File: config.mk
export PLATFORM = sky130hd
export DESIGN_NAME = exe_stage
export DESIGN_NICKNAME = d
export VERILOG_FILES = /design/src/exe_pkg.sv /design/src/mem_pkg.sv /design/src/exe_alu.sv /design/src/exe_hilo.sv /design/src/exe_mem_format.sv /design/src/exe_stage.sv
export VERILOG_INCLUDE_DIRS = /design/src
export SDC_FILE = /design/constraint.sdc
export NUM_CORES = 2
export LEC_CHECK = 0
export BUFFER_PORTS_ARGS = -buffer_cell sky130_fd_sc_hd__buf_4
export CORE_MARGIN = 3
export CORE_UTILIZATION = 29
export DETAILED_ROUTE_END_ITERATION = 8
export PLACE_DENSITY = 0.5
export SYNTH_ARGS = -nofsm -noshare
export SYNTH_HDL_FRONTEND = slang
export SYNTH_SLANG_ARGS = --single-unit
File: constraint.sdc
create_clock -name clk -period 8.1 [get_ports clk]
set_clock_uncertainty 0.2 [all_clocks]
set_input_delay 0.405 -clock clk [delete_from_list [all_inputs] [get_ports clk]]
set_output_delay 0.405 -clock clk [all_outputs]
set_load 0.02 [all_outputs]
File: src/exe_config.svh
`ifndef EXE_CONFIG_SVH
`define EXE_CONFIG_SVH

// datapath and address width
`define EXE_DATA_WIDTH 32

// register number width
`define EXE_REG_ADDR_WIDTH 5

// immediate field from decode
`define EXE_IMM_WIDTH 16

// one strobe per byte lane
`define EXE_STRB_WIDTH 4

// shift amount sits in imm[10:6]
`define EXE_SA_LSB 6
`define EXE_SA_MSB 10

`endif

File: src/exe_pkg.sv
`default_nettype none

`include "exe_config.svh"

package exe_pkg;

    typedef enum logic [3:0] {
        ALU_ADD  = 4'd0,
        ALU_SUB  = 4'd1,
        ALU_SLT  = 4'd2,
        ALU_SLTU = 4'd3,
        ALU_AND  = 4'd4,
        ALU_NOR  = 4'd5,
        ALU_OR   = 4'd6,
        ALU_XOR  = 4'd7,
        ALU_SLL  = 4'd8,
        ALU_SRL  = 4'd9,
        ALU_SRA  = 4'd10,
        ALU_LUI  = 4'd11
    } alu_op_e;

    typedef enum logic [1:0] {
        SRC1_RS = 2'd0,
        SRC1_SA = 2'd1,    // shift amount field of imm
        SRC1_PC = 2'd2     // link address path
    } src1_sel_e;

    typedef enum logic [1:0] {
        SRC2_RT   = 2'd0,
        SRC2_SIMM = 2'd1,
        SRC2_ZIMM = 2'd2,
        SRC2_8    = 2'd3   // pc + 8 for jal/jalr
    } src2_sel_e;

    typedef enum logic [2:0] {
        HILO_NONE  = 3'd0,
        HILO_MULT  = 3'd1,
        HILO_MULTU = 3'd2,
        HILO_MTHI  = 3'd3,
        HILO_MTLO  = 3'd4,
        HILO_MFHI  = 3'd5,
        HILO_MFLO  = 3'd6
    } hilo_op_e;

    typedef enum logic [3:0] {
        MEM_NONE = 4'd0,
        MEM_LW   = 4'd1,
        MEM_LH   = 4'd2,
        MEM_LHU  = 4'd3,
        MEM_LB   = 4'd4,
        MEM_LBU  = 4'd5,
        MEM_SW   = 4'd6,
        MEM_SH   = 4'd7,
        MEM_SB   = 4'd8
    } mem_op_e;

    // cause register encodings
    typedef enum logic [4:0] {
        EXC_NONE = 5'h00,
        EXC_ADEL = 5'h04,
        EXC_ADES = 5'h05,
        EXC_OV   = 5'h0c
    } excode_e;

    typedef struct packed {
        alu_op_e                        alu_op;
        src1_sel_e                      src1_sel;
        src2_sel_e                      src2_sel;
        logic                           ov_en;     // add/sub trap on overflow
        hilo_op_e                       hilo_op;
        mem_op_e                        mem_op;
        logic                           gr_we;
        logic [`EXE_REG_ADDR_WIDTH-1:0] dest;
        logic [`EXE_IMM_WIDTH-1:0]      imm;
        logic [`EXE_DATA_WIDTH-1:0]     rs_value;
        logic [`EXE_DATA_WIDTH-1:0]     rt_value;
        logic [`EXE_DATA_WIDTH-1:0]     pc;
    } exe_issue_t;

    typedef struct packed {
        logic [`EXE_DATA_WIDTH-1:0]     pc;
        logic [`EXE_DATA_WIDTH-1:0]     result;    // also the access address
        logic [`EXE_REG_ADDR_WIDTH-1:0] dest;
        logic                           gr_we;
        mem_op_e                        mem_op;
        logic                           ex;
        excode_e                        excode;
        logic [`EXE_DATA_WIDTH-1:0]     badvaddr;
    } exe_result_t;

endpackage

`default_nettype wire

File: src/mem_pkg.sv
`default_nettype none

`include "exe_config.svh"

package mem_pkg;

    // matches the size field of the sram-like bus
    typedef enum logic [1:0] {
        SIZE_BYTE = 2'd0,
        SIZE_HALF = 2'd1,
        SIZE_WORD = 2'd2
    } mem_size_e;

    typedef struct packed {
        logic                       wr;       // 1 for store
        mem_size_e                  size;
        logic [`EXE_STRB_WIDTH-1:0] wstrb;    // zero on loads
        logic [`EXE_DATA_WIDTH-1:0] addr;
        logic [`EXE_DATA_WIDTH-1:0] wdata;
    } data_req_t;

endpackage

`default_nettype wire

File: src/exe_alu.sv
`timescale 1ns/1ps
`default_nettype none

`include "exe_config.svh"

module exe_alu (
    input  wire exe_pkg::alu_op_e              op,
    input  wire logic [`EXE_DATA_WIDTH-1:0]    src1,
    input  wire logic [`EXE_DATA_WIDTH-1:0]    src2,
    input  wire logic                          ov_en,
    output logic      [`EXE_DATA_WIDTH-1:0]    result,
    output logic                               overflow
);

    localparam int W       = `EXE_DATA_WIDTH;
    localparam int SHAMT_W = $clog2(W);
    localparam int HALF_W  = W / 2;

    logic               do_sub;
    logic [W-1:0]       adder_b;
    logic [W:0]         adder_sum;    // msb is carry out
    logic               add_ov;
    logic               signed_lt;
    logic               unsigned_lt;
    logic [SHAMT_W-1:0] shamt;

    // one adder serves add, sub and both compares
    assign do_sub = (op == exe_pkg::ALU_SUB) || (op == exe_pkg::ALU_SLT) ||
                    (op == exe_pkg::ALU_SLTU);
    assign adder_b   = do_sub ? ~src2 : src2;
    assign adder_sum = {1'b0, src1} + {1'b0, adder_b} + {{W{1'b0}}, do_sub};

    assign add_ov = (src1[W-1] == adder_b[W-1]) && (adder_sum[W-1] != src1[W-1]);
    assign signed_lt = (src1[W-1] & ~src2[W-1]) |
                       (~(src1[W-1] ^ src2[W-1]) & adder_sum[W-1]);
    assign unsigned_lt = ~adder_sum[W];    // no carry means borrow

    assign overflow = ov_en && add_ov &&
                      ((op == exe_pkg::ALU_ADD) || (op == exe_pkg::ALU_SUB));

    assign shamt = src1[SHAMT_W-1:0];

    always_comb begin
        case (op)
            exe_pkg::ALU_ADD,
            exe_pkg::ALU_SUB:  result = adder_sum[W-1:0];
            exe_pkg::ALU_SLT:  result = {{(W-1){1'b0}}, signed_lt};
            exe_pkg::ALU_SLTU: result = {{(W-1){1'b0}}, unsigned_lt};
            exe_pkg::ALU_AND:  result = src1 & src2;
            exe_pkg::ALU_NOR:  result = ~(src1 | src2);
            exe_pkg::ALU_OR:   result = src1 | src2;
            exe_pkg::ALU_XOR:  result = src1 ^ src2;
            exe_pkg::ALU_SLL:  result = src2 << shamt;
            exe_pkg::ALU_SRL:  result = src2 >> shamt;
            exe_pkg::ALU_SRA:  result = $signed(src2) >>> shamt;
            exe_pkg::ALU_LUI:  result = {src2[HALF_W-1:0], {HALF_W{1'b0}}};
            default:           result = '0;
        endcase
    end

endmodule

`default_nettype wire

File: src/exe_hilo.sv
`timescale 1ns/1ps
`default_nettype none

`include "exe_config.svh"

module exe_hilo (
    input  wire logic                          clk,
    input  wire logic                          reset,
    input  wire exe_pkg::hilo_op_e             op,
    input  wire logic [`EXE_DATA_WIDTH-1:0]    rs_value,
    input  wire logic [`EXE_DATA_WIDTH-1:0]    rt_value,
    input  wire logic                          commit,
    output logic      [`EXE_DATA_WIDTH-1:0]    read_value
);

    localparam int W = `EXE_DATA_WIDTH;

    logic [W-1:0]          hi;
    logic [W-1:0]          lo;
    logic                  is_signed;
    logic signed [W:0]     mul_a;
    logic signed [W:0]     mul_b;
    logic signed [2*W+1:0] product;

    // extend by one bit so a single signed multiplier covers mult and multu
    assign is_signed = (op == exe_pkg::HILO_MULT);
    assign mul_a     = {is_signed & rs_value[W-1], rs_value};
    assign mul_b     = {is_signed & rt_value[W-1], rt_value};
    assign product   = mul_a * mul_b;

    always_ff @(posedge clk) begin
        if (reset) begin
            hi <= '0;
            lo <= '0;
        end else if (commit) begin
            case (op)
                exe_pkg::HILO_MULT,
                exe_pkg::HILO_MULTU: begin
                    hi <= product[2*W-1:W];
                    lo <= product[W-1:0];
                end
                exe_pkg::HILO_MTHI: hi <= rs_value;
                exe_pkg::HILO_MTLO: lo <= rs_value;
                default: ;
            endcase
        end
    end

    assign read_value = (op == exe_pkg::HILO_MFHI) ? hi : lo;

endmodule

`default_nettype wire

File: src/exe_mem_format.sv
`timescale 1ns/1ps
`default_nettype none

`include "exe_config.svh"

module exe_mem_format (
    input  wire exe_pkg::mem_op_e              op,
    input  wire logic [`EXE_DATA_WIDTH-1:0]    addr,
    input  wire logic [`EXE_DATA_WIDTH-1:0]    rt_value,
    output logic                               is_store,
    output logic                               is_load,
    output logic                               misaligned_load,
    output logic                               misaligned_store,
    output mem_pkg::mem_size_e                 size,
    output logic      [`EXE_STRB_WIDTH-1:0]    wstrb,
    output logic      [`EXE_DATA_WIDTH-1:0]    wdata
);

    localparam int W      = `EXE_DATA_WIDTH;
    localparam int STRB_W = `EXE_STRB_WIDTH;
    localparam int HALF_S = STRB_W / 2;

    logic misaligned;

    always_comb begin
        is_load  = 1'b0;
        is_store = 1'b0;
        size     = mem_pkg::SIZE_WORD;
        wstrb    = '0;
        wdata    = rt_value;
        case (op)
            exe_pkg::MEM_LW: begin
                is_load = 1'b1;
            end
            exe_pkg::MEM_LH,
            exe_pkg::MEM_LHU: begin
                is_load = 1'b1;
                size    = mem_pkg::SIZE_HALF;
            end
            exe_pkg::MEM_LB,
            exe_pkg::MEM_LBU: begin
                is_load = 1'b1;
                size    = mem_pkg::SIZE_BYTE;
            end
            exe_pkg::MEM_SW: begin
                is_store = 1'b1;
                wstrb    = '1;
            end
            exe_pkg::MEM_SH: begin
                is_store = 1'b1;
                size     = mem_pkg::SIZE_HALF;
                wdata    = {2{rt_value[W/2-1:0]}};    // same half in both lanes
                wstrb    = addr[1] ? {{HALF_S{1'b1}}, {HALF_S{1'b0}}}
                                   : {{HALF_S{1'b0}}, {HALF_S{1'b1}}};
            end
            exe_pkg::MEM_SB: begin
                is_store = 1'b1;
                size     = mem_pkg::SIZE_BYTE;
                wdata    = {STRB_W{rt_value[7:0]}};
                wstrb    = STRB_W'(1) << addr[1:0];    // one hot on byte lane
            end
            default: ;
        endcase
    end

    // byte accesses are never misaligned
    always_comb begin
        case (size)
            mem_pkg::SIZE_WORD: misaligned = (addr[1:0] != 2'b00);
            mem_pkg::SIZE_HALF: misaligned = addr[0];
            default:            misaligned = 1'b0;
        endcase
    end

    assign misaligned_load  = is_load & misaligned;
    assign misaligned_store = is_store & misaligned;

endmodule

`default_nettype wire

File: src/exe_stage.sv
`timescale 1ns/1ps
`default_nettype none

`include "exe_config.svh"

module exe_stage (
    input  wire logic                  clk,
    input  wire logic                  reset,
    input  wire logic                  issue_valid,
    input  wire exe_pkg::exe_issue_t   issue,
    output logic                       issue_allowin,
    input  wire logic                  ms_allowin,
    output logic                       result_valid,
    output exe_pkg::exe_result_t       result,
    output logic                       data_req_valid,
    output mem_pkg::data_req_t         data_req,
    input  wire logic                  data_addr_ok
);

    localparam int W     = `EXE_DATA_WIDTH;
    localparam int IMM_W = `EXE_IMM_WIDTH;
    localparam int SA_W  = `EXE_SA_MSB - `EXE_SA_LSB + 1;

    logic                       es_valid;
    exe_pkg::exe_issue_t        es_issue;
    logic                       ready_go;
    logic                       commit;
    logic [W-1:0]               alu_src1;
    logic [W-1:0]               alu_src2;
    logic [W-1:0]               alu_result;
    logic                       overflow;
    logic [W-1:0]               hilo_value;
    logic                       is_load;
    logic                       is_store;
    logic                       adel;
    logic                       ades;
    logic                       addr_error;
    mem_pkg::mem_size_e         mem_size;
    logic [`EXE_STRB_WIDTH-1:0] mem_wstrb;
    logic [W-1:0]               mem_wdata;
    exe_pkg::excode_e           excode;

    always_ff @(posedge clk) begin
        if (reset) begin
            es_valid <= 1'b0;
        end else if (issue_allowin) begin
            es_valid <= issue_valid;
        end
    end

    always_ff @(posedge clk) begin
        if (issue_valid && issue_allowin) begin
            es_issue <= issue;
        end
    end

    always_comb begin
        case (es_issue.src1_sel)
            exe_pkg::SRC1_SA: alu_src1 = {{(W-SA_W){1'b0}}, es_issue.imm[`EXE_SA_MSB:`EXE_SA_LSB]};
            exe_pkg::SRC1_PC: alu_src1 = es_issue.pc;
            default:          alu_src1 = es_issue.rs_value;
        endcase
        case (es_issue.src2_sel)
            exe_pkg::SRC2_SIMM: alu_src2 = {{(W-IMM_W){es_issue.imm[IMM_W-1]}}, es_issue.imm};
            exe_pkg::SRC2_ZIMM: alu_src2 = {{(W-IMM_W){1'b0}}, es_issue.imm};
            exe_pkg::SRC2_8:    alu_src2 = W'(8);
            default:            alu_src2 = es_issue.rt_value;
        endcase
    end

    exe_alu u_alu (
        .op       (es_issue.alu_op),
        .src1     (alu_src1),
        .src2     (alu_src2),
        .ov_en    (es_issue.ov_en),
        .result   (alu_result),
        .overflow (overflow)
    );

    exe_hilo u_hilo (
        .clk        (clk),
        .reset      (reset),
        .op         (es_issue.hilo_op),
        .rs_value   (es_issue.rs_value),
        .rt_value   (es_issue.rt_value),
        .commit     (commit),
        .read_value (hilo_value)
    );

    exe_mem_format u_mem_format (
        .op               (es_issue.mem_op),
        .addr             (alu_result),
        .rt_value         (es_issue.rt_value),
        .is_store         (is_store),
        .is_load          (is_load),
        .misaligned_load  (adel),
        .misaligned_store (ades),
        .size             (mem_size),
        .wstrb            (mem_wstrb),
        .wdata            (mem_wdata)
    );

    assign addr_error = adel | ades;

    // ov wins over address errors
    assign excode = overflow ? exe_pkg::EXC_OV   :
                    ades     ? exe_pkg::EXC_ADES :
                    adel     ? exe_pkg::EXC_ADEL : exe_pkg::EXC_NONE;

    // faulting accesses never reach memory
    assign data_req_valid = es_valid && (is_load || is_store) && !addr_error && ms_allowin;
    assign ready_go       = !(is_load || is_store) || addr_error ||
                            (data_req_valid && data_addr_ok);
    assign issue_allowin  = !es_valid || (ready_go && ms_allowin);
    assign result_valid   = es_valid && ready_go;
    assign commit         = result_valid && ms_allowin;    // leaves this edge

    assign data_req.wr    = is_store;
    assign data_req.size  = mem_size;
    assign data_req.wstrb = mem_wstrb;
    assign data_req.addr  = alu_result;
    assign data_req.wdata = mem_wdata;

    assign result.pc       = es_issue.pc;
    assign result.result   = (es_issue.hilo_op == exe_pkg::HILO_MFHI ||
                              es_issue.hilo_op == exe_pkg::HILO_MFLO) ? hilo_value : alu_result;
    assign result.dest     = es_issue.dest;
    assign result.gr_we    = es_issue.gr_we;
    assign result.mem_op   = es_issue.mem_op;
    assign result.ex       = (excode != exe_pkg::EXC_NONE);
    assign result.excode   = excode;
    assign result.badvaddr = addr_error ? alu_result : '0;

endmodule

`default_nettype wire

### Word-level counts from Yosys, hierarchy flattened

Index checks and enable logic that the tools add are counted.

* add/subtract/negate cells: 2
* multipliers: 1
* equal/unequal tests: 34
* shift-type cells: 4
* multiplexer cells: 19
* bitwise gates (word level): 17
* reduce and logical (&&, ||, !) cells: 35

Operators with widths (number)
* $pmux 32 s11: 1
* $pmux 32 s2: 4
* $mux 32: 4
* $pmux 32 s3: 1
* $mul 33x33->64: 1
* $not 32->32: 2
* $add 32x32->33: 1
* $add 33x1->33: 1
* $and 32x32->32: 1
* $eq 4x3->1 const B: 8
* $or 32x32->32: 1
* $shl 32x5->32: 1
* $shr 32x5->32: 1
* $sshr 32x5->32: 1
* $xor 32x32->32: 1
* $eq 4x4->1 const B: 5
* $eq 4x2->1 const B: 4
* $pmux 4 s3: 1
* $logic_and 1x1->1: 11
* $eq 3x3->1 const B: 3
* $reduce_or 3->1: 3
* $eq 2x2->1 const B: 4
* $eq 4x1->1 const B: 2
* $logic_or 1x1->1: 8
* other kinds (22): 42

* register bits after elaboration: 199
* input bits: 139
* output and inout bits: 186
* word-level logic and storage cells: 127

### Depth between registers and ports, before layout

* depth in word-level cells: 21
* depth in mapped cells: 34
* mapped depth without buffers: 31

### Hierarchy

Synthesis repeated with hierarchy kept, for this count alone.

* cells, all modules: 6352
* area total of the unflattened synthesis: 56267.7 um^2

By module, submodules not included
* exe_hilo: instances 1, cells an instance 4650, area an instance 41352.2 um^2, seq. area each 1281.2 um^2
* exe_alu: instances 1, cells an instance 1170, area an instance 8215.4 um^2, seq. area each 0.0 um^2
* exe_stage: instances 1, cells an instance 457, area an instance 6094.6 um^2, seq. area each 4043.9 um^2
* exe_mem_format: instances 1, cells an instance 75, area an instance 605.6 um^2, seq. area each 0.0 um^2

### Worst setup path after synthesis

No wires, ideal clock.

* kind: register to register
* start: register es_issue[128] in the netlist's numbering
* end: register es_issue[100] in the netlist's numbering (enable)
* library setup time: 509 ps
* arrival time: 8218 ps
* data required time: 7391 ps
* setup slack: -827 ps
* cell stages (with the launch flop): 22
* buffers on the path: 6
* clock period less this slack: 8927 ps
* path through: edfxtp_1 ha_1 buf_4 a22oi_1 o21ai_1 inv_1 clkbuf_1 buf_2 buf_1 clkbuf_1 clkbuf_1 ha_1 mux2i_1 nor2_1 a211o_1 a211oi_1 a211o_1 a2111oi_0 nand4_1 a221oi_2 o21ai_0 and2_1

RTL lines
* start: declaration: line exe_stage.sv:25 `exe_pkg::exe_issue_t es_issue;`
* start signal: assignment: line exe_stage.sv:53 `es_issue <= issue;`

### Worst setup path after layout

* start: register es_issue[122] in the netlist's numbering
* end: register u_hilo.hi[31]

* longest elaborated chain between the ends: 4
* elaborated cells between the ends (all ways): 10
* those cells by class: mul (1); eq/ne (3); mux (1); bitwise (2); reduce/logical (3)

RTL lines
* $eq 3x1->1 or $eq 3x2->1 (tied branches): line exe_hilo.sv:26, exe_hilo.sv:36
* $and 1x1->1, or another cell as far along: line exe_hilo.sv:27 `assign mul_a = {is_signed & rs_value[W-1], rs_value};`
* $mul 33x33->64 or $reduce_bool 2->1 (tied branches)
* $pmux 32 s2 or $reduce_and 2->1 (tied branches)
* end signal: assignment: line exe_hilo.sv:39 `hi <= product[2*W-1:W];`
* end signal: assignment: line exe_hilo.sv:42 `exe_pkg::HILO_MTHI: hi <= rs_value;`
* end: declaration: line exe_hilo.sv:18 `logic [W-1:0] hi;`

Several ways; a longest one is shown, not always the timed one.
A chain may end at the register's enable or synchronous reset.

==> qor.yml <==
status: "complete, but fails checks"
coreArea_mm2: 0.193
portBuffers: 322
die_area_mm2: 0.199
finalHoldViolations: 0
slowest_stage: "fa_2"
synth.ff_latch_count: 199
die_y_um: 446
cp-end-kind: "register"
yosysSeqAreaShare_pct: 9.47
grt_pass1_wl_um: 340000
dr.pass1.iters: 8
cts_sinks: 199
path_buf_inv: 8
grt-ovfl-total: 0
synth_most_common_cell: "inv_1"
vias_per_cell: 5.02
cts_made_buffers: 17
drive_above_1_share_pct: 15.6
rsz0062_at_grt: "true"
crit_path_max_incr_delay_ns: 0.63
synth_top_cells_by_count: "inv_1 (1245), fa_1 (1126), nand2_1 (1112), clkbuf_1 (393), and2_1 (313)"
yosysTopAreaCell: "fa_1"
routedWlPerCell_um: 23.8
path_depth: 31
yosys-top-cells-area: "fa_1 (40%), inv_1 (8.3%), nand2_1 (7.4%), edfxtp_1 (7.2%), ha_1 (6.9%)"
synth_edf_count: 134
async_flop_share_pct: 0
syn_inst: 6591
final_util_pct: 35.2
crit_fanout: 5
floorplan.initialDensity_pct: 29.2
drt_iter0_markers: 3860
fp.dieW_um: 446
finalCritPeriodShare_pct: 104
hold_class: "input port to register"
gp_congestion: 0.949
htree_num_levels: 4
antenna_found_initial: 10
nNetsFinal: 8678
crit_type: "register to register"
cp.required_ns: 8.29
track_usage_pct: 22.9
synthToLayoutAreaGrowth_pct: 20.4
maxCapViolCount: 0
cts_tree: "done"
ys.flop_type: "edfxtp_1"
hpwl_um: 184000
num_rows: 161
fmax_ghz: 0.119
via_count: 48426
cts_root_buffer: "clkbuf_16"
syn_area_per_cell_um2: 8.53
max_slew_margin_pct: 23.8
drc: 0
min_period_ns: 8.38
clkTransAtPathRegs_ns: 0.10
setup_ws_ns: -0.285
setup-tns-final_ns: -2.44
holdPathStages: 2
dp_cells: 9436
finalSetupViolCount: 13
crit_top_cell: "fa_1"
cp.arrival_ns: 8.58
reg2reg_slack_ns: -0.28
grt_max_degree: 70
start_kind: "register"
clock_latency_ns: 0.54
grt_pass1_vias: 51130
synth_area_mm2: 0.0562
clock_path_buffers: 2
synth_top_area_share_pct: 40.1
reg2reg_depth: 31
fillers: 19941
routed_wl_um: 229000
violations: "setup timing"
instances_no_fill: 9642
ant_nets: 0
worstMarginPinSlew_ns: 1.13
ys_warn_count: 0
crit_family: "adder cells"
ios: 325
yosysUniqueCellTypes: 81
slew_viol_final: 0
==> final cells by class <==
cell class / count / area [um^2] / area share, %
inverter: 1250 / 4700 / 6.95
clock inverter: 15 / 236 / 0.349
timing repair buffer: 996 / 8950 / 13.2
antenna: 1 / 2.50 / 0.00369
multi-input combinational: 4638 / 44900 / 66.3
sequential: 199 / 5330 / 7.86
tap: 2526 / 3160 / 4.67
clock buffer: 17 / 425 / 0.628
==> placed cells by master, fill, tap and decap left out, drive strengths merged, types with 12 or more instances in the layout <==
master	instances
a31oi	28
dlygate4sd3	135
nor2	274
or2	16
mux2	31
clkbuf	17
nand2	1112
a221oi	21
o21ai	165
a22o	13
nand2b	37
nand3	64
a21oi	260
o211ai	24
a211oi	99
or3	12
nand4	20
o21a	41
a22oi	30
nor3	58
ha	311
and3	50
o22ai	26
buf	861
a311oi	15
dfxtp	65
mux2i	133
and2	315
fa	1126
edfxtp	134
a21o	52
inv	1254
nor2b	33
xnor2	84
xor2	47
==> metrics by stage <==
step	area, um^2	hold slack, ns	setup slack (ns)
global placement	64700	0.246	-0.389
detailed placement	64700	0.256	-0.448
floorplan	56400	0.232	0.000756
finish	67700	0.251	-0.285
CTS	67100	0.215	-0.232
global route	67700	0.259	-0.529
==> flip-flops by register name, summed over array words and instances, names as in the netlist <==
signal / cells
es_valid: 1
u_hilo.hi: 32
u_hilo.lo: 32
result: 42
es_issue: 92
==> per-layer routing <==
layer	global-route usage, %	routed length, um	vias up
met5	0	27	-
met4	8.91	10700	4
met3	2.98	13100	397
met2	38.2	108000	1675
met1	30.0	96700	24984
li1	-	-	21366
==> final timing paths <==
kind                 start             to
max          es_issue[122]  u_hilo.hi[31]
min                  reset       es_valid
max reg2reg  es_issue[122]  u_hilo.hi[31]
min reg2reg  u_hilo.hi[14]  u_hilo.hi[14]
==> timing repair <==
action                     in CTS  in global routing
setup buffers                  15                 23
setup endpoints to repair      19                 33
pin swaps                      56                 94
hold endpoints to repair      135                  0
hold buffers                  135                  0
resized for setup              71                 91
==> cell families after synthesis <==
kind of cell    Yosys count  synth area share [%]
compound gates          885                  10.3
xor+xnor                131                  2.04
fa+ha+maj              1437                  47.0
buf+inv                1755                  12.1
flops                   199                  9.47
mux                     164                  2.99
other cells               1               0.00667
simple gates           2019                  16.1
Power is not shown: default switching activity piles up to over one toggle a cycle in this logic, so the estimate is an artifact.
